<file path="config.mk">
export PLATFORM = sky130hd
export DESIGN_NAME = dram_bridge_top
export DESIGN_NICKNAME = d
export VERILOG_FILES = /design/src/rtl/dram_pkg.sv /design/src/rtl/dram_bridge_top.sv /design/src/rtl/mig_ui_seq.sv /design/src/rtl/port_arbiter.sv /design/src/rtl/mem_port.sv
export SDC_FILE = /design/constraint.sdc
export NUM_CORES = 1
export LEC_CHECK = 0
export BUFFER_PORTS_ARGS = -buffer_cell sky130_fd_sc_hd__buf_2
export CAP_MARGIN = 20
export CORE_AREA = 2 2 254 256
export DETAILED_ROUTE_END_ITERATION = 10
export DIE_AREA = 0 0 256 258
export GPL_TIMING_DRIVEN = 0
export MAX_ROUTING_LAYER = met4
export RECOVER_POWER = 50
export SLEW_MARGIN = 15
export SYNTH_ARGS = -nofsm -noshare
export SYNTH_HDL_FRONTEND = slang
export SYNTH_SLANG_ARGS = --single-unit
export TNS_END_PERCENT = 10
</file>
<file path="constraint.sdc">
create_clock -name app_ui_clk -period 11.7 [get_ports app_ui_clk]
set_clock_uncertainty 0.15 [all_clocks]
set_input_delay 2.925 -clock app_ui_clk [delete_from_list [all_inputs] [get_ports app_ui_clk]]
set_output_delay 2.925 -clock app_ui_clk [all_outputs]
set_load 0.02 [all_outputs]
</file>
<file path="src/rtl/dram_pkg.sv">
package dram_pkg;

  // --------------------------------------------------
  // Widths
  // --------------------------------------------------
  typedef logic [63:0]  data64_t;    // CPU data word
  typedef logic [127:0] data128_t;   // UI data beat
  typedef logic [7:0]   strb_t;      // CPU byte strobes
  typedef logic [15:0]  mask_t;      // UI byte mask where a set bit skips the byte
  typedef logic [31:0]  cpu_addr_t;  // CPU byte address
  typedef logic [26:0]  app_addr_t;  // UI address
  typedef logic [2:0]   ui_cmd_t;

  localparam ui_cmd_t UI_CMD_WR = 3'b000;
  localparam ui_cmd_t UI_CMD_RD = 3'b001;

  // --------------------------------------------------
  // CPU side
  // --------------------------------------------------
  typedef struct packed {
    logic      mem_valid;
    cpu_addr_t mem_addr;
    data64_t   mem_wdata;
    strb_t     mem_wstrb;  // Zero strobe is a read
  } mem_in_type;

  typedef struct packed {
    logic    mem_ready;
    logic    mem_error;
    data64_t mem_rdata;
  } mem_out_type;

  // --------------------------------------------------
  // Controller UI side
  // --------------------------------------------------
  typedef struct packed {
    app_addr_t app_addr;
    ui_cmd_t   app_cmd;
    logic      app_en;
    data128_t  app_wdf_data;
    logic      app_wdf_end;
    mask_t     app_wdf_mask;
    logic      app_wdf_wren;
  } ui_req_type;

  typedef struct packed {
    logic     app_rdy;
    logic     app_wdf_rdy;
    data128_t app_rd_data;
    logic     app_rd_data_valid;
    logic     app_rd_data_end;
  } ui_rsp_type;

endpackage
</file>
<file path="src/rtl/dram_bridge_top.sv">
`timescale 1ns/1ps

module dram_bridge_top
  import dram_pkg::*;
#(
  parameter int MEM_ADDR_BITS = 27
) (
  input  logic        app_ui_clk,
  input  logic        app_ui_rst,
  input  logic        calib_complete,
  input  mem_in_type  ifetch_req,
  output mem_out_type ifetch_rsp,
  input  mem_in_type  data_req,
  output mem_out_type data_rsp,
  output ui_req_type  ui_req,
  input  ui_rsp_type  ui_rsp
);

  mem_in_type  ifetch_pend;
  mem_in_type  data_pend;
  mem_out_type ifetch_port_rsp;
  mem_out_type data_port_rsp;
  logic        ifetch_done;
  logic        data_done;
  mem_in_type  grant_req;
  mem_out_type seq_rsp;
  data64_t     rsp_rdata;

  // --------------------------------------------------
  // Port front ends
  // --------------------------------------------------
  mem_port #(.MEM_ADDR_BITS(MEM_ADDR_BITS)) u_ifetch_port (
    .app_ui_clk (app_ui_clk),
    .app_ui_rst (app_ui_rst),
    .cpu_req    (ifetch_req),
    .cpu_rsp    (ifetch_port_rsp),
    .pend_req   (ifetch_pend),
    .done       (ifetch_done)
  );

  mem_port #(.MEM_ADDR_BITS(MEM_ADDR_BITS)) u_data_port (
    .app_ui_clk (app_ui_clk),
    .app_ui_rst (app_ui_rst),
    .cpu_req    (data_req),
    .cpu_rsp    (data_port_rsp),
    .pend_req   (data_pend),
    .done       (data_done)
  );

  // Arbiter holds the read data for the registered ready pulse
  assign ifetch_rsp = '{mem_ready: ifetch_port_rsp.mem_ready,
                        mem_error: ifetch_port_rsp.mem_error,
                        mem_rdata: rsp_rdata};
  assign data_rsp   = '{mem_ready: data_port_rsp.mem_ready,
                        mem_error: data_port_rsp.mem_error,
                        mem_rdata: rsp_rdata};

  // --------------------------------------------------
  // Arbiter and UI sequencer
  // --------------------------------------------------
  port_arbiter u_arbiter (
    .app_ui_clk (app_ui_clk),
    .app_ui_rst (app_ui_rst),
    .port0_req  (ifetch_pend),
    .port1_req  (data_pend),
    .grant_req  (grant_req),
    .seq_rsp    (seq_rsp),
    .port0_done (ifetch_done),
    .port1_done (data_done),
    .rsp_rdata  (rsp_rdata)
  );

  mig_ui_seq #(.MEM_ADDR_BITS(MEM_ADDR_BITS)) u_ui_seq (
    .app_ui_clk     (app_ui_clk),
    .app_ui_rst     (app_ui_rst),
    .req            (grant_req),
    .rsp            (seq_rsp),
    .calib_complete (calib_complete),
    .ui_req         (ui_req),
    .ui_rsp         (ui_rsp)
  );

endmodule

</file>
<file path="src/rtl/mig_ui_seq.sv">
`timescale 1ns/1ps

module mig_ui_seq
  import dram_pkg::*;
#(
  parameter int MEM_ADDR_BITS = 27
) (
  input  logic        app_ui_clk,
  input  logic        app_ui_rst,
  input  mem_in_type  req,
  output mem_out_type rsp,
  input  logic        calib_complete,
  output ui_req_type  ui_req,
  input  ui_rsp_type  ui_rsp
);

  typedef enum logic [2:0] {
    idle,
    preset,
    send_data,
    set_cmd_wr,
    set_cmd_rd,
    recv_data
  } state_t;

  typedef struct packed {
    cpu_addr_t addr;
    data64_t   wdata;
    strb_t     wstrb;
    app_addr_t app_addr;
    data128_t  wdf_data;
    mask_t     wdf_mask;
  } cap_t;

  state_t state;
  state_t state_nxt;
  cap_t   cap;
  mask_t  mask_nxt;

  // --------------------------------------------------
  // State machine
  // --------------------------------------------------
  always_comb begin
    state_nxt = state;
    unique case (state)
      idle: begin
        if (req.mem_valid && calib_complete) begin
          state_nxt = preset;
        end
      end
      preset: begin
        if (|cap.wstrb) begin
          state_nxt = send_data;
        end else begin
          state_nxt = set_cmd_rd;
        end
      end
      send_data: begin
        if (ui_rsp.app_wdf_rdy) begin
          state_nxt = set_cmd_wr;
        end
      end
      set_cmd_wr: begin
        if (ui_rsp.app_rdy) begin
          state_nxt = idle;
        end
      end
      set_cmd_rd: begin
        if (ui_rsp.app_rdy) begin
          state_nxt = recv_data;
        end
      end
      recv_data: begin
        if (ui_rsp.app_rd_data_valid) begin
          state_nxt = idle;
        end
      end
      default: begin
        state_nxt = idle;
      end
    endcase
  end

  always_ff @(posedge app_ui_clk) begin
    if (app_ui_rst) begin
      state <= idle;
    end else begin
      state <= state_nxt;
    end
  end

  // --------------------------------------------------
  // Request capture and beat preparation
  // --------------------------------------------------
  // Only the addressed half of the beat gets written
  always_comb begin
    mask_nxt = '1;
    if (cap.addr[3]) begin
      mask_nxt[15:8] = ~cap.wstrb;
    end else begin
      mask_nxt[7:0] = ~cap.wstrb;
    end
  end

  always_ff @(posedge app_ui_clk) begin
    if (state == idle && req.mem_valid) begin
      cap.addr  <= req.mem_addr;
      cap.wdata <= req.mem_wdata;
      cap.wstrb <= req.mem_wstrb;
    end
    if (state == preset) begin
      cap.app_addr <= app_addr_t'({cap.addr[MEM_ADDR_BITS-1:4], 4'b0000});  // 16-byte aligned
      cap.wdf_data <= {cap.wdata, cap.wdata};  // Mirror into both halves
      cap.wdf_mask <= mask_nxt;
    end
  end

  // --------------------------------------------------
  // UI outputs
  // --------------------------------------------------
  always_comb begin
    ui_req.app_addr     = cap.app_addr;
    ui_req.app_cmd      = (state == set_cmd_rd) ? UI_CMD_RD : UI_CMD_WR;
    ui_req.app_en       = (state == set_cmd_wr) || (state == set_cmd_rd);
    ui_req.app_wdf_data = cap.wdf_data;
    ui_req.app_wdf_wren = (state == send_data);
    ui_req.app_wdf_end  = (state == send_data);  // Single beat burst
    ui_req.app_wdf_mask = cap.wdf_mask;
  end

  always_comb begin
    rsp = '0;
    if (state == set_cmd_wr && ui_rsp.app_rdy) begin
      rsp.mem_ready = 1'b1;
    end
    if (state == recv_data && ui_rsp.app_rd_data_valid) begin
      rsp.mem_ready = 1'b1;
      if (cap.addr[3]) begin
        rsp.mem_rdata = ui_rsp.app_rd_data[127:64];
      end else begin
        rsp.mem_rdata = ui_rsp.app_rd_data[63:0];
      end
    end
  end

  a_cmd_data_exclusive : assert property (
    @(posedge app_ui_clk) disable iff (app_ui_rst)
    !(ui_req.app_en && ui_req.app_wdf_wren)
  ) else $error("mig_ui_seq: app_en and app_wdf_wren high together");

  a_cmd_stable : assert property (
    @(posedge app_ui_clk) disable iff (app_ui_rst)
    ui_req.app_en && !ui_rsp.app_rdy |=> $stable(ui_req)
  ) else $error("mig_ui_seq: UI command changed under back-pressure");

  a_wdf_stable : assert property (
    @(posedge app_ui_clk) disable iff (app_ui_rst)
    ui_req.app_wdf_wren && !ui_rsp.app_wdf_rdy |=> $stable(ui_req)
  ) else $error("mig_ui_seq: UI write data changed under back-pressure");

endmodule

</file>
<file path="src/rtl/port_arbiter.sv">
`timescale 1ns/1ps

module port_arbiter
  import dram_pkg::*;
(
  input  logic        app_ui_clk,
  input  logic        app_ui_rst,
  input  mem_in_type  port0_req,
  input  mem_in_type  port1_req,
  output mem_in_type  grant_req,
  input  mem_out_type seq_rsp,
  output logic        port0_done,
  output logic        port1_done,
  output data64_t     rsp_rdata
);

  logic p0_pend;
  logic p1_pend;
  logic lock;     // A grant is held
  logic owner;    // Port that holds the grant
  logic rr_prio;  // Port favoured on a tie
  logic pick;

  assign p0_pend = port0_req.mem_valid;
  assign p1_pend = port1_req.mem_valid;

  // Tie goes to rr_prio and otherwise to the only pending port
  assign pick = (p0_pend && p1_pend) ? rr_prio : p1_pend;

  // --------------------------------------------------
  // Grant lock and round-robin pointer
  // --------------------------------------------------
  always_ff @(posedge app_ui_clk) begin
    if (app_ui_rst) begin
      lock    <= 1'b0;
      owner   <= 1'b0;
      rr_prio <= 1'b0;
    end else if (!lock) begin
      if (p0_pend || p1_pend) begin
        lock    <= 1'b1;
        owner   <= pick;
        rr_prio <= ~pick;  // Rotate past the winner
      end
    end else if (seq_rsp.mem_ready) begin
      lock <= 1'b0;
    end
  end

  always_comb begin
    grant_req           = owner ? port1_req : port0_req;
    grant_req.mem_valid = lock && (owner ? p1_pend : p0_pend);
  end

  assign port0_done = lock && !owner && seq_rsp.mem_ready;
  assign port1_done = lock && owner && seq_rsp.mem_ready;

  // Aligned with the registered mem_ready in mem_port
  always_ff @(posedge app_ui_clk) begin
    if (seq_rsp.mem_ready) begin
      rsp_rdata <= seq_rsp.mem_rdata;
    end
  end

  a_done_onehot : assert property (
    @(posedge app_ui_clk) disable iff (app_ui_rst)
    !(port0_done && port1_done)
  ) else $error("port_arbiter: done steered to both ports");

  a_grant_locked : assert property (
    @(posedge app_ui_clk) disable iff (app_ui_rst)
    lock && !seq_rsp.mem_ready |=> $stable(grant_req)
  ) else $error("port_arbiter: grant changed while locked");

  // Owner port keeps its request pending for the whole grant
  a_grant_valid : assert property (
    @(posedge app_ui_clk) disable iff (app_ui_rst)
    lock |-> grant_req.mem_valid
  ) else $error("port_arbiter: granted port dropped its request");

endmodule

</file>
<file path="src/rtl/mem_port.sv">
`timescale 1ns/1ps

module mem_port
  import dram_pkg::*;
#(
  parameter int MEM_ADDR_BITS = 27
) (
  input  logic        app_ui_clk,
  input  logic        app_ui_rst,
  input  mem_in_type  cpu_req,
  output mem_out_type cpu_rsp,
  output mem_in_type  pend_req,
  input  logic        done
);

  logic       in_range;
  logic       accept;
  logic       pend_valid;
  mem_in_type pend_hold;
  logic       ready_q;
  logic       error_q;

  // Address must lie below 2**MEM_ADDR_BITS
  assign in_range = (cpu_req.mem_addr >> MEM_ADDR_BITS) == '0;
  assign accept   = cpu_req.mem_valid && in_range;

  // --------------------------------------------------
  // Pending request
  // --------------------------------------------------
  always_ff @(posedge app_ui_clk) begin
    if (app_ui_rst) begin
      pend_valid <= 1'b0;
    end else if (accept) begin
      pend_valid <= 1'b1;
    end else if (done) begin
      pend_valid <= 1'b0;  // Sequencer finished with it
    end
  end

  always_ff @(posedge app_ui_clk) begin
    if (accept) begin
      pend_hold <= cpu_req;
    end
  end

  assign pend_req = '{
    mem_valid: pend_valid,
    mem_addr:  pend_hold.mem_addr,
    mem_wdata: pend_hold.mem_wdata,
    mem_wstrb: pend_hold.mem_wstrb
  };

  // --------------------------------------------------
  // Response pulses
  // --------------------------------------------------
  always_ff @(posedge app_ui_clk) begin
    if (app_ui_rst) begin
      ready_q <= 1'b0;
      error_q <= 1'b0;
    end else begin
      ready_q <= done;
      error_q <= cpu_req.mem_valid && !in_range;  // Dropped, never forwarded
    end
  end

  // Read data joins from the arbiter at the top level
  assign cpu_rsp = '{mem_ready: ready_q, mem_error: error_q, mem_rdata: '0};

  a_no_strobe_while_pending : assert property (
    @(posedge app_ui_clk) disable iff (app_ui_rst)
    cpu_req.mem_valid |-> !pend_valid
  ) else $error("mem_port: request strobe while a request is pending");

  a_done_only_when_pending : assert property (
    @(posedge app_ui_clk) disable iff (app_ui_rst)
    done |-> pend_valid
  ) else $error("mem_port: done without a pending request");

endmodule

</file>
==> parameters.txt, run 1 <==
Parameter                              Value

Outcome
  Outcome    finished, final reports clean

Flow run
  Number of max-capacitance violations reported    0

Power and ir drop
  Pwr per Cell Area    roughly 140 nW/um^2
  Static power due to leakage    roughly 0.010 uW
  Worst IR drop on VDD    approximately 0.11 mV

Die
  Initial Utilization    28.9%
  Width of the chip    about 260 microns
  Die extent in y    ~260 microns
  Die Area    between 60000 and 70000 sq um
  Core area    around 64000 sq um
  Placement Rows    93
  I/O pin cnt    654

Timing
  Achievable clock frequency    about 200 MHz
  Setup repair after global routing missed its margin    no
  Final period demand of the worst path    a little over 5 ns
  Worst relative slew slack    approximately a fifth
  Pin slew with the least headroom to its limit    between 1 and 1.5 ns
  Slack of the critical path    6.62 ns
  Final hold slack    around 0.26 ns
  Final Slew Violations    0
  Final Hold Violating Endpoints    0
  Setup-violating endpoint count in the final report    0
  Final clock period utilization by the worst path    around 43%

Global routing
  GR Overflow Total    0
  Antenna violations before repair    19
  Maximum number of pins on one net before global-route repair    between 70 and 80
  First-pass GRT wire length    about 72000 microns
  Vias in the first global route    about 11000
  Overall global routing resource usage    about 15%

Clocking
  Clock input transition at the sequential cells of the worst setup and hold paths    0.06 ns
  H-Tree Level Count    2
  Number of buffers inserted for hold repair after clock tree synthesis    0
  Max Buffers Root-to-Sink    3
  Post-CTS setup buffer count    0
  CTS buffer count    50
  Clock latency on the worst-skew pair    approximately 0.58 ns
  Number of gates resized after cts    0
  Cell at the root of the clock tree    sky130_fd_sc_hd__clkbuf_16
  Clock tree from TritonCTS    built
  # clock sinks    approximately 470

Detailed routing
  Detailed-route vias per instance    about 4.1
  Via total after detailed routing    10900
  DR pass1 iterations    4
  Routed wire per std cell    between 15 and 20 microns
  Wire length after detailed routing    approximately 51000 microns
  Antenna-violating nets left    0
  Number of design rule violations left after detail routing    0
  Violation count after the first detailed-route iteration    382

Worst setup path
  Largest incremental delay on the critical path    0.38 ns
  Critical path required time    between 8 and 9 ns
  Category of the worst setup path launch point    flip-flop
  Critical Path Sink Type    primary output
  Reg2Reg Launch Point    u_ui_seq.state[1]
  Chain of cells forming the critical path    clkbuf_1 > nand2_1 > o22ai_1 > buf_2
  Critical-path maximum fanout    10
  Crit path max-delay cell type    sky130_fd_sc_hd__o22ai_1
  WS Path Type    reg2out
  Launch point of the critical path    u_ui_seq.state[1]
  Data arrival time of the critical path    2.01 ns

Synthesis
  Synthesized instance count    between 1000 and 1500
  Mapped cell area    approximately 18000 sq um
  Fraction of post-synthesis cell area in the top cell type by area    between 70% and 80%
  Number of register bits inferred by synthesis    between 400 and 500
  Cell taking the most area after synthesis    sky130_fd_sc_hd__edfxtp_1
  Post-synthesis average cell area    between 15 and 20 sq um
  Top cells by area in the synthesized netlist    sky130_fd_sc_hd__edfxtp_1 74%, sky130_fd_sc_hd__buf_4 10%, sky130_fd_sc_hd__mux2_2 5.9%, sky130_fd_sc_hd__mux2i_1 3.5%, sky130_fd_sc_hd__nor2_1 1.4%
  Sequential cell area fraction in the yosys report    75.7%
  Unique cell type count in the Yosys netlist    37
  Yosys warnings    0

Placement
  Sum of net half-perimeters after detailed placement    between 30000 and 40000 microns
  Routability-driven placement congestion ratio    around 0.96
  I/O Buffers    640
  Placed cell count    about 2600
  Post-place setup slack    about 6.5 ns

Finish
  Fill cell total of the finished layout    6020
  NumNets Final    roughly 2100
  Cell Count, Final, Fillers Out    2677
  Most used cells in the layout excluding fill and tap cells    639 x sky130_fd_sc_hd__buf_2, 455 x sky130_fd_sc_hd__edfxtp_1, 243 x sky130_fd_sc_hd__buf_4, 90 x sky130_fd_sc_hd__mux2_2, 69 x sky130_fd_sc_hd__nor2_1
  Most common cell after layout, fill and taps aside    sky130_fd_sc_hd__buf_2
  Share of cells above drive strength 1    58.5%
  Layout Area Growth over Synthesis    33.2%

Min path
  Startpoint of the worst hold path    u_ui_seq.cap[254]
  Class of the worst hold path    reg2reg
critical path, delay by kind of cell (launching register included):
kind / cells / cell delay [ns]
AO/OA/AOI/OAI: 1 / 0.38
buffers and inverters: 2 / 0.61
flip-flops: 1 / 0.35
AND/OR/NAND/NOR: 1 / 0.09
metrics by stage:
| stage | total power [uW] | instance area [sq um] | utilization (%) | setup TNS, ns |
|---|---|---|---|---|
| 2_1_floorplan | 1890 | 18400 | - | 0 |
| 3_3_place_gp | 1960 | 22700 | 35.6 | -935.97 |
| 3_5_place_dp | 1960 | 23000 | 36.2 | 0 |
| 4_1_cts | 3560 | 24700 | 38.7 | 0 |
| 5_1_grt | 3620 | 24500 | 38.4 | 0 |
| 6_report | 3500 | 24500 | 38.4 | 0 |
synthesized netlist by cell type:
library cell	count
sky130_fd_sc_hd__clkbuf_1	4
sky130_fd_sc_hd__buf_4	253
sky130_fd_sc_hd__nand2b_1	10
sky130_fd_sc_hd__a22oi_1	1
sky130_fd_sc_hd__o21bai_1	1
sky130_fd_sc_hd__nand4bb_1	1
sky130_fd_sc_hd__nor4_2	1
sky130_fd_sc_hd__mux2i_1	65
sky130_fd_sc_hd__a211oi_1	1
sky130_fd_sc_hd__a21boi_2	1
sky130_fd_sc_hd__conb_1	1
sky130_fd_sc_hd__nor3_1	2
sky130_fd_sc_hd__dfxtp_1	12
sky130_fd_sc_hd__a2bb2oi_1	1
sky130_fd_sc_hd__a31oi_1	1
sky130_fd_sc_hd__o21a_1	1
sky130_fd_sc_hd__nor3b_1	4
sky130_fd_sc_hd__o211ai_1	1
sky130_fd_sc_hd__a32oi_1	1
sky130_fd_sc_hd__o21ai_0	1
sky130_fd_sc_hd__a21oi_1	4
sky130_fd_sc_hd__nor2_1	69
sky130_fd_sc_hd__a221oi_1	1
sky130_fd_sc_hd__and2_1	1
sky130_fd_sc_hd__nand2_1	12
sky130_fd_sc_hd__o22ai_1	1
sky130_fd_sc_hd__nand4b_1	2
sky130_fd_sc_hd__mux2_2	96
sky130_fd_sc_hd__nor3b_2	1
sky130_fd_sc_hd__edfxtp_1	455
sky130_fd_sc_hd__a311oi_1	2
sky130_fd_sc_hd__and3b_1	1
sky130_fd_sc_hd__nor2b_1	9
sky130_fd_sc_hd__buf_6	5
sky130_fd_sc_hd__nor4_1	4
sky130_fd_sc_hd__buf_2	11
sky130_fd_sc_hd__inv_1	4
routing by layer:
layer  global-route usage (%)  vias up  routed length, microns
li1                         -     5061                       -
met1                     16.3     5248                   18700
met2                     28.1      459                   27600
met3                     3.62       92                    3070
met4                     4.52        0                    1340
met5                        -        -                       0
cells by family after synthesis:
kind of cell	Yosys count	synth area share [%]
multiplexers	161	9.43
other	1	0.0204
AND/OR/NAND/NOR	117	3.03
buffers and inverters	277	11.1
flip-flops	467	75.7
AO/OA/AOI/OAI	18	0.709
path summary, 6_finish.rpt:
| kind | end | depth (start not counted) | slack [ns] |
|---|---|---|---|
| hold / removal | u_ui_seq.ui_req[161] | 0 | 0.26 |
| hold reg to reg | u_ui_seq.ui_req[161] | 0 | 0.26 |
| setup / recovery | ui_req[146] | 4 | 6.62 |
| setup reg to reg | u_ui_seq.ui_req[96] | 8 | 6.67 |
final cells by class:
cell class	instances	area, sq um	share of cell area [%]
Timing Repair Buffer	674	3410	13.9
Multi-Input combinational cell	302	2450	10.0
Antenna cell	9	22.5	0.0920
Tap cell	855	1070	4.37
Clock buffer	57	1280	5.22
Inverter	4	20.0	0.0818
Clock inverter	36	364	1.49
Buffer	273	1950	7.98
Sequential cell	467	13900	56.8
registers in the layout, summed over array words and instances, names as in the netlist:
| register | count |
|---|---|
| u_data_port.error_q | 1 |
| u_arbiter.rr_prio | 1 |
| u_data_port.pend_req | 96 |
| u_ifetch_port.pend_req | 96 |
| u_arbiter.owner | 1 |
| u_ifetch_port.error_q | 1 |
| u_ifetch_port.pend_valid | 1 |
| u_ui_seq.state | 3 |
| u_data_port.ready_q | 1 |
| u_ui_seq.cap | 96 |
| u_arbiter.lock | 1 |
| u_ui_seq.ui_req | 103 |
| u_ifetch_port.ready_q | 1 |
| u_data_port.pend_valid | 1 |
| u_arbiter.rsp_rdata | 64 |
power by group:
part / internal [uW] / leakage [uW] / switching, uW
logic: 53.5 / 0.00506 / 40.4
registers: 1830 / 0.00436 / 2.51
clock network: 922 / 0.000808 / 656
total: 2810 / 0.0102 / 699
(Power assumes the default switching activity.)
==> run 2, diff against run 1 <==
- clock period: 11.7 -> 5.16 ns (I/O delays scaled with it)
==> run 2 against run 1 <==
  * The run now ends with max-capacitance violations, max-slew violations left
  * Via count down 1.6%
  * Core utilization decreased by 0.098 points
  * First-iteration DRC count is 26% higher
  * Routed wire length shrank 3.1%
==> parameters.txt, run 2 (synthesis results as in run 1) <==
Parameter                              Value

Clocking
  Max Buffers Root-to-Sink    3 (unchanged)
  Cell at the root of the clock tree    sky130_fd_sc_hd__clkbuf_16
  Number of gates resized after cts    0 (unchanged)
  Post-CTS setup buffer count    0 (unchanged)
  CTS buffer count    48 (-4.0%)
  # clock sinks    467 (unchanged)
  Number of buffers inserted for hold repair after clock tree synthesis    0 (unchanged)
  Clock latency on the worst-skew pair    0.59 ns (about the same)
  Clock tree from TritonCTS    built
  H-Tree Level Count    2 (unchanged)
  Clock input transition at the sequential cells of the worst setup and hold paths    0.06 ns (about the same)

Global routing
  GR Overflow Total    0 (unchanged)
  Vias in the first global route    11100 (-1.7%)
  First-pass GRT wire length    69400 microns (-4.1%)
  Maximum number of pins on one net before global-route repair    68 (-5.6%)
  Overall global routing resource usage    14.6% (-0.71 points)
  Antenna violations before repair    15 (-4)

Power and ir drop
  Clock share of power    43.5% (-1.5 points)
  Share of power burned in combinational logic    2.8% (about the same)
  Worst IR drop on VDD    0.210 mV (+85%)
  Internal power    6150 uW (+120%)
  Sw Share    20.5% (+0.53 points)
  Register share of total power    53.7% (+1.4 points)
  Static power due to leakage    0.0102 uW (-0.35%)
  Switching power of the nets    1580 uW (+130%)
  Pwr per Cell Area    317 nW/um^2 (+120%)
  Total power draw    7730 uW (+120%)

Timing
  Final Slew Violations    13 (+13)
  Achievable clock frequency    252 MHz
  Pin slew with the least headroom to its limit    2.13 ns (+0.922 ns)
  Worst relative slew slack    -42.3% (-62 points)
  Final clock period utilization by the worst path    around three quarters
  Final hold slack    0.261 ns (-0.00134 ns)
  Setup repair after global routing missed its margin    no
  Aggregate negative setup slack    0 ns (unchanged)
  Final period demand of the worst path    between 3 and 4 ns
  Final Hold Violating Endpoints    0 (unchanged)
  Setup-violating endpoint count in the final report    0 (unchanged)

Worst setup path
  WS Path Type    reg2reg
  Data arrival time of the critical path    4.05 ns (+2.04 ns)
  Critical path required time    5.24 ns (-3.39 ns)
  Critical-path maximum fanout    12 (+2)
  Category of the worst setup path launch point    flip-flop
  Critical Path Sink Type    flip-flop

Detailed routing
  Routed wire per std cell    18.4 microns (-2.6%)
  Wire length after detailed routing    49100 microns (-3.1%)
  Number of design rule violations left after detail routing    0 (unchanged)
  Violation count after the first detailed-route iteration    481 (+26%)
  Detailed-route vias per instance    4.01 (-1.1%)
  Via total after detailed routing    10700 (-1.6%)
  Antenna-violating nets left    0 (unchanged)
  DR pass1 iterations    4 (unchanged)

Finish
  Number of flip-flops under the largest register name    103 (unchanged)
  Most used cells in the layout excluding fill and tap cells    630 x sky130_fd_sc_hd__buf_2, 455 x sky130_fd_sc_hd__edfxtp_1, 244 x sky130_fd_sc_hd__buf_4, 88 x sky130_fd_sc_hd__mux2_2, 69 x sky130_fd_sc_hd__nor2_1
  Fill cell total of the finished layout    6028 (+0.13%)
  Layout Area Growth over Synthesis    32.9%
  Most common cell after layout, fill and taps aside    sky130_fd_sc_hd__buf_2
  NumNets Final    2103 (-0.66%)
  Summed area of non-filler cells in the final layout    24400 sq um (-0.26%)
  Share of cells above drive strength 1    58.8% (+0.28 points)
  Fraction of the core area covered by cells at the end of the flow    38.3% (-0.098 points)

Placement
  I/O Buffers    640 (unchanged)
  Routability-driven placement congestion ratio    0.873 (-8.9%)
  Sum of net half-perimeters after detailed placement    37900 microns (-3.6%)
  Area after detailed placement    23000 sq um (+0.15%)

Die
  Width of the chip    256 microns (unchanged)
  I/O pin cnt    654 (unchanged)
  Placement Rows    93 (unchanged)
  Core area    63600 sq um (unchanged)
  Initial Utilization    28.9% (unchanged)
  Die extent in y    258 microns (unchanged)
  Die Area    66000 sq um (unchanged)

Outcome
  Violations in the final reports    max-capacitance violations, max-slew violations
  Outcome    finished with violations

Min path
  Class of the worst hold path    reg2reg

Flow run
  Number of max-capacitance violations reported    1 (+1)
run 2: layer usage:
| metal | GRT usage, % | routed length, microns | part of all wire, % | vias up |
|---|---|---|---|---|
| met5 | - | 0 | 0 | - |
| met4 | 3.96 | 1040 | 2.1 | 0 |
| met3 | 3.53 | 3150 | 6.4 | 65 |
| met2 | 26.5 | 26300 | 54 | 438 |
| met1 | 15.8 | 18600 | 38 | 5147 |
| li1 | - | - | - | 5031 |
run 2: power groups by stage:
stage	Sequential (uW)	Clock [uW]	Combinational (uW)
floorplan	4230	0	57.0
global placement	4240	0	215
detailed placement	4230	0	219
CTS	4150	3460	221
global route	4150	3610	233
finish	4150	3360	213
run 2: cell type report:
cell class / instances / area, sq um / share of cell area (%)
plain buffers: 273 / 1980 / 8.11
flip-flops and latches: 467 / 13900 / 57.0
clock buffers: 53 / 1220 / 5.00
multi-input cells: 302 / 2460 / 10.1
clock inverters: 35 / 308 / 1.26
inverters: 4 / 20.0 / 0.0820
repair buffers: 662 / 3420 / 14.0
well taps: 855 / 1070 / 4.38
diodes: 12 / 30.0 / 0.123
run 2: stage by stage:
step | worst slack, ns | instances
3_3_place_gp | -3.33 | 2541
2_1_floorplan | -0.0497 | 1046
5_1_grt | 0.917 | 2659
3_5_place_dp | 1.38 | 2563
4_1_cts | 1.72 | 2651
6_report | 1.19 | 2663
run 2: final timing paths:
kind | startpoint | to | slack (ns) | depth (start not counted)
hold reg to reg | u_ui_seq.cap[264] | u_ui_seq.ui_req[171] | 0.26 | 0
setup reg to reg | u_ui_seq.state[1] | u_ui_seq.ui_req[91] | 1.19 | 4
setup / recovery | u_ui_seq.state[1] | u_ui_seq.ui_req[91] | 1.19 | 4
hold / removal | u_ui_seq.cap[264] | u_ui_seq.ui_req[171] | 0.26 | 0
run 2: worst max-delay path: stages, from the launching register on:
cell and delay, ns:
sky130_fd_sc_hd__dfxtp_1 0.33, sky130_fd_sc_hd__clkbuf_1 0.25, sky130_fd_sc_hd__nor3b_1 1.70, sky130_fd_sc_hd__clkbuf_1 0.64, sky130_fd_sc_hd__clkbuf_1 0.56
==> run 3, diff against run 2 <==
- ABC_AREA: not set -> 1
- CORE_AREA: 2 2 254 256 -> 2 2 253 255
- DIE_AREA: 0 0 256 258 -> 0 0 255 257
- clock period: 5.16 -> 3.5 ns (I/O delays scaled with it)
==> run 3 against run 2 <==
  * The run now ends clean
  * Critical path depth fell by 1
  * Cell count rose by 11%
  * Sequential share of layout area fell by 0.45 points
  * Core utilization rose by 0.87 points
  * Critical path type unchanged
  * Largest cell class unchanged
  * Highest routed layer unchanged
==> parameters.txt, run 3 <==
Parameter                              Value

Clocking
  # clock sinks    467 (unchanged)
  Max Buffers Root-to-Sink    3 (unchanged)
  H-Tree Level Count    2 (unchanged)
  Number of buffers inserted for hold repair after clock tree synthesis    0 (unchanged)
  Clock tree from TritonCTS    built
  Post-CTS setup buffer count    0 (unchanged)
  Number of gates resized after cts    0 (unchanged)
  Cell at the root of the clock tree    sky130_fd_sc_hd__clkbuf_16
  CTS buffer count    51 (+6.3%)
  Clock latency on the worst-skew pair    0.61 ns (+0.02 ns)
  Clock input transition at the sequential cells of the worst setup and hold paths    0.06 ns (about the same)

Timing
  Final Slew Violations    0 (-13)
  Setup repair after global routing missed its margin    no
  Setup-violating endpoint count in the final report    0 (unchanged)
  Worst relative slew slack    16.8% (+59 points)
  Final Hold Violating Endpoints    0 (unchanged)
  Achievable clock frequency    346 MHz (+37%)
  Final clock period utilization by the worst path    82.7% (+5.7 points)
  Aggregate negative setup slack    0 ns (unchanged)
  Pin slew with the least headroom to its limit    1.25 ns (-0.881 ns)
  Final period demand of the worst path    2.89 ns (-1.08 ns)

Worst setup path
  Crit path max-delay cell type    sky130_fd_sc_hd__dlymetal6s4s_1
  Chain of cells forming the critical path    nand3_1 > o21ai_4 > dlymetal6s4s_1
  WS Path Type    reg2reg
  Critical-path maximum fanout    26 (+14)
  Largest incremental delay on the critical path    1.09 ns (-0.61 ns)
  Critical Path Sink Type    flip-flop
  Data arrival time of the critical path    2.93 ns (-1.12 ns)
  Critical path required time    3.54 ns (-1.70 ns)
  Category of the worst setup path launch point    flip-flop

Detailed routing
  Routed wire per std cell    18.2 microns (-1.3%)
  Violation count after the first detailed-route iteration    592 (+23%)
  Number of design rule violations left after detail routing    0 (unchanged)
  Via total after detailed routing    12000 (+12%)
  Antenna-violating nets left    0 (unchanged)
  DR pass1 iterations    5 (+1)
  Detailed-route vias per instance    4.06 (+1.3%)
  Wire length after detailed routing    53600 microns (+9.1%)

Finish
  Number of flip-flops under the largest register name    103 (unchanged)
  Share of cells above drive strength 1    47.5% (-11 points)
  Most common cell after layout, fill and taps aside    sky130_fd_sc_hd__buf_2
  Fill cell total of the finished layout    6027 (-0.017%)
  NumNets Final    2393 (+14%)
  Most used cells in the layout excluding fill and tap cells    627 x sky130_fd_sc_hd__buf_2, 455 x sky130_fd_sc_hd__edfxtp_1, 451 x sky130_fd_sc_hd__nand2_1, 243 x sky130_fd_sc_hd__buf_4, 55 x sky130_fd_sc_hd__a21oi_1
  Layout Area Growth over Synthesis    32.9% (about the same)

Synthesis
  Mapped cell area    18500 sq um (+0.78%)
  Unique cell type count in the Yosys netlist    24 (-35%)
  Top cells by area in the synthesized netlist    sky130_fd_sc_hd__edfxtp_1 74%, sky130_fd_sc_hd__buf_4 9.9%, sky130_fd_sc_hd__nand2_1 9.1%, sky130_fd_sc_hd__a21oi_2 2.8%, sky130_fd_sc_hd__dfxtp_1 1.3%
  Top_reg_cell synth    sky130_fd_sc_hd__edfxtp_1
  Number of register bits inferred by synthesis    467 (unchanged)
  Number of enable-type register cells in the synthesized netlist    455 (unchanged)
  Cell taking the most area after synthesis    sky130_fd_sc_hd__edfxtp_1
  Leading post-synthesis cells by instance count    455 x sky130_fd_sc_hd__edfxtp_1, 451 x sky130_fd_sc_hd__nand2_1, 243 x sky130_fd_sc_hd__buf_4, 60 x sky130_fd_sc_hd__a21oi_2, 21 x sky130_fd_sc_hd__clkbuf_1
  Post-synthesis average cell area    13.8 sq um (-22%)
  Fraction of post-synthesis cell area in the top cell type by area    73.8% (-0.58 points)
  Synthesized instance count    1337 (+28%)
  Yosys warnings    0 (unchanged)
  Sequential cell area fraction in the yosys report    75.1% (-0.59 points)
  Share of flip-flops with an asynchronous set or reset    0% (unchanged)
  Most used standard cell by instance count after synthesis    sky130_fd_sc_hd__edfxtp_1

Global routing
  Antenna violations before repair    18 (+3)
  GR Overflow Total    0 (unchanged)
  Maximum number of pins on one net before global-route repair    70 (+2.9%)
  First-pass GRT wire length    76200 microns (+9.8%)
  Overall global routing resource usage    16.3% (+1.7 points)
  Vias in the first global route    12200 (+11%)

Die
  Placement Rows    92 (-1.1%)
  Initial Utilization    29.5% (+0.65 points)
  Die extent in y    257 microns (-0.39%)
  Core area    62700 sq um (-1.4%)
  Width of the chip    255 microns (-0.39%)
  I/O pin cnt    654 (unchanged)
  Die Area    65500 sq um (-0.78%)

Placement
  Sum of net half-perimeters after detailed placement    41300 microns (+8.9%)
  I/O Buffers    640 (unchanged)
  Routability-driven placement congestion ratio    0.883 (+1.1%)

Power and ir drop
  Worst IR drop on VDD    0.454 mV (+120%)
  Pwr per Cell Area    636 nW/um^2 (+100%)
  Clock share of power    35.5% (-8.0 points)
  Total power draw    15600 uW (+100%)
  Static power due to leakage    0.0104 uW (+1.8%)
  Share of power burned in combinational logic    19.9% (+17 points)
  Internal power    11300 uW (+85%)
  Switching power of the nets    4290 uW (+170%)
  Sw Share    27.4% (+6.9 points)
  Register share of total power    44.5% (-9.2 points)

Flow run
  Number of max-capacitance violations reported    0 (-1)

Min path
  Class of the worst hold path    reg2reg

Outcome
  Outcome    finished, final reports clean
-- run 3: layer usage --
| metal | share of wire (%) | global-route usage [%] | vias up |
|---|---|---|---|
| met3 | 7.0 | 3.50 | 93 |
| met5 | 0 | - | - |
| met1 | 37 | 17.7 | 5631 |
| met4 | 2.7 | 4.52 | 0 |
| li1 | - | - | 5759 |
| met2 | 53 | 29.6 | 489 |
-- run 3: worst paths after layout --
path	start	cells past startpoint	to	slack, ns
setup / recovery	u_ui_seq.state[1]	3	u_arbiter.rsp_rdata[25]	0.61
hold / removal	u_ui_seq.cap[197]	0	u_ui_seq.ui_req[100]	0.26
setup reg to reg	u_ui_seq.state[1]	3	u_arbiter.rsp_rdata[25]	0.61
hold reg to reg	u_ui_seq.cap[197]	0	u_ui_seq.ui_req[100]	0.26
-- run 3: stage by stage --
step | util (%) | worst slack (ns) | cell area (sq um) | std cells | hold WS [ns]
4_1_cts | 39.6 | 0.808 | 24800 | 2937 | 0.238
6_report | 39.2 | 0.607 | 24600 | 2946 | 0.264
2_1_floorplan | - | -0.184 | 18500 | 1342 | 0.250
3_3_place_gp | 36.3 | -2.29 | 22800 | 2828 | 0.251
5_1_grt | 39.2 | 0.394 | 24600 | 2945 | 0.235
3_5_place_dp | 36.8 | 0.166 | 23100 | 2841 | 0.255
-- run 3: logic make-up (layout without fill, tap and decap cells) --
family | Yosys count | in the layout | share of synthesized area (%)
and+or+nand+nor | 494 | 494 | 10.3
buffers and inverters | 302 | 1051 | 11.4
AOI/OAI and AO/OA | 73 | 73 | 3.21
other | 1 | 15 | 0.0203
DFF | 467 | 467 | 75.1
-- run 3: worst max-delay path: cells and delay by family (launching register included) --
family                 cells  cell delay, ns
and+or+nand+nor            1            0.21
DFF                        1            0.47
AOI/OAI and AO/OA          1            0.56
buffers and inverters      1            1.09
-- run 3: layout make-up --
class	count	area [sq um]	share of cell area, %
Sequential cell	467	13900	56.5
Timing Repair Buffer	653	3380	13.7
Multi-Input combinational cell	573	2360	9.59
Buffer	285	2030	8.27
Clock buffer	58	1300	5.29
Tap cell	846	1060	4.30
Clock inverter	38	465	1.89
Inverter	17	73.8	0.300
Antenna cell	9	22.5	0.0916
-- run 3: power by group through the flow --
stage | combinational, uW | clock [uW] | sequential (uW)
global placement | 3070 | 0 | 7120
CTS | 3220 | 5700 | 6970
floorplan | 1960 | 0 | 7070
global route | 3330 | 5940 | 7010
finish | 3120 | 5550 | 6960
detailed placement | 3210 | 0 | 7070
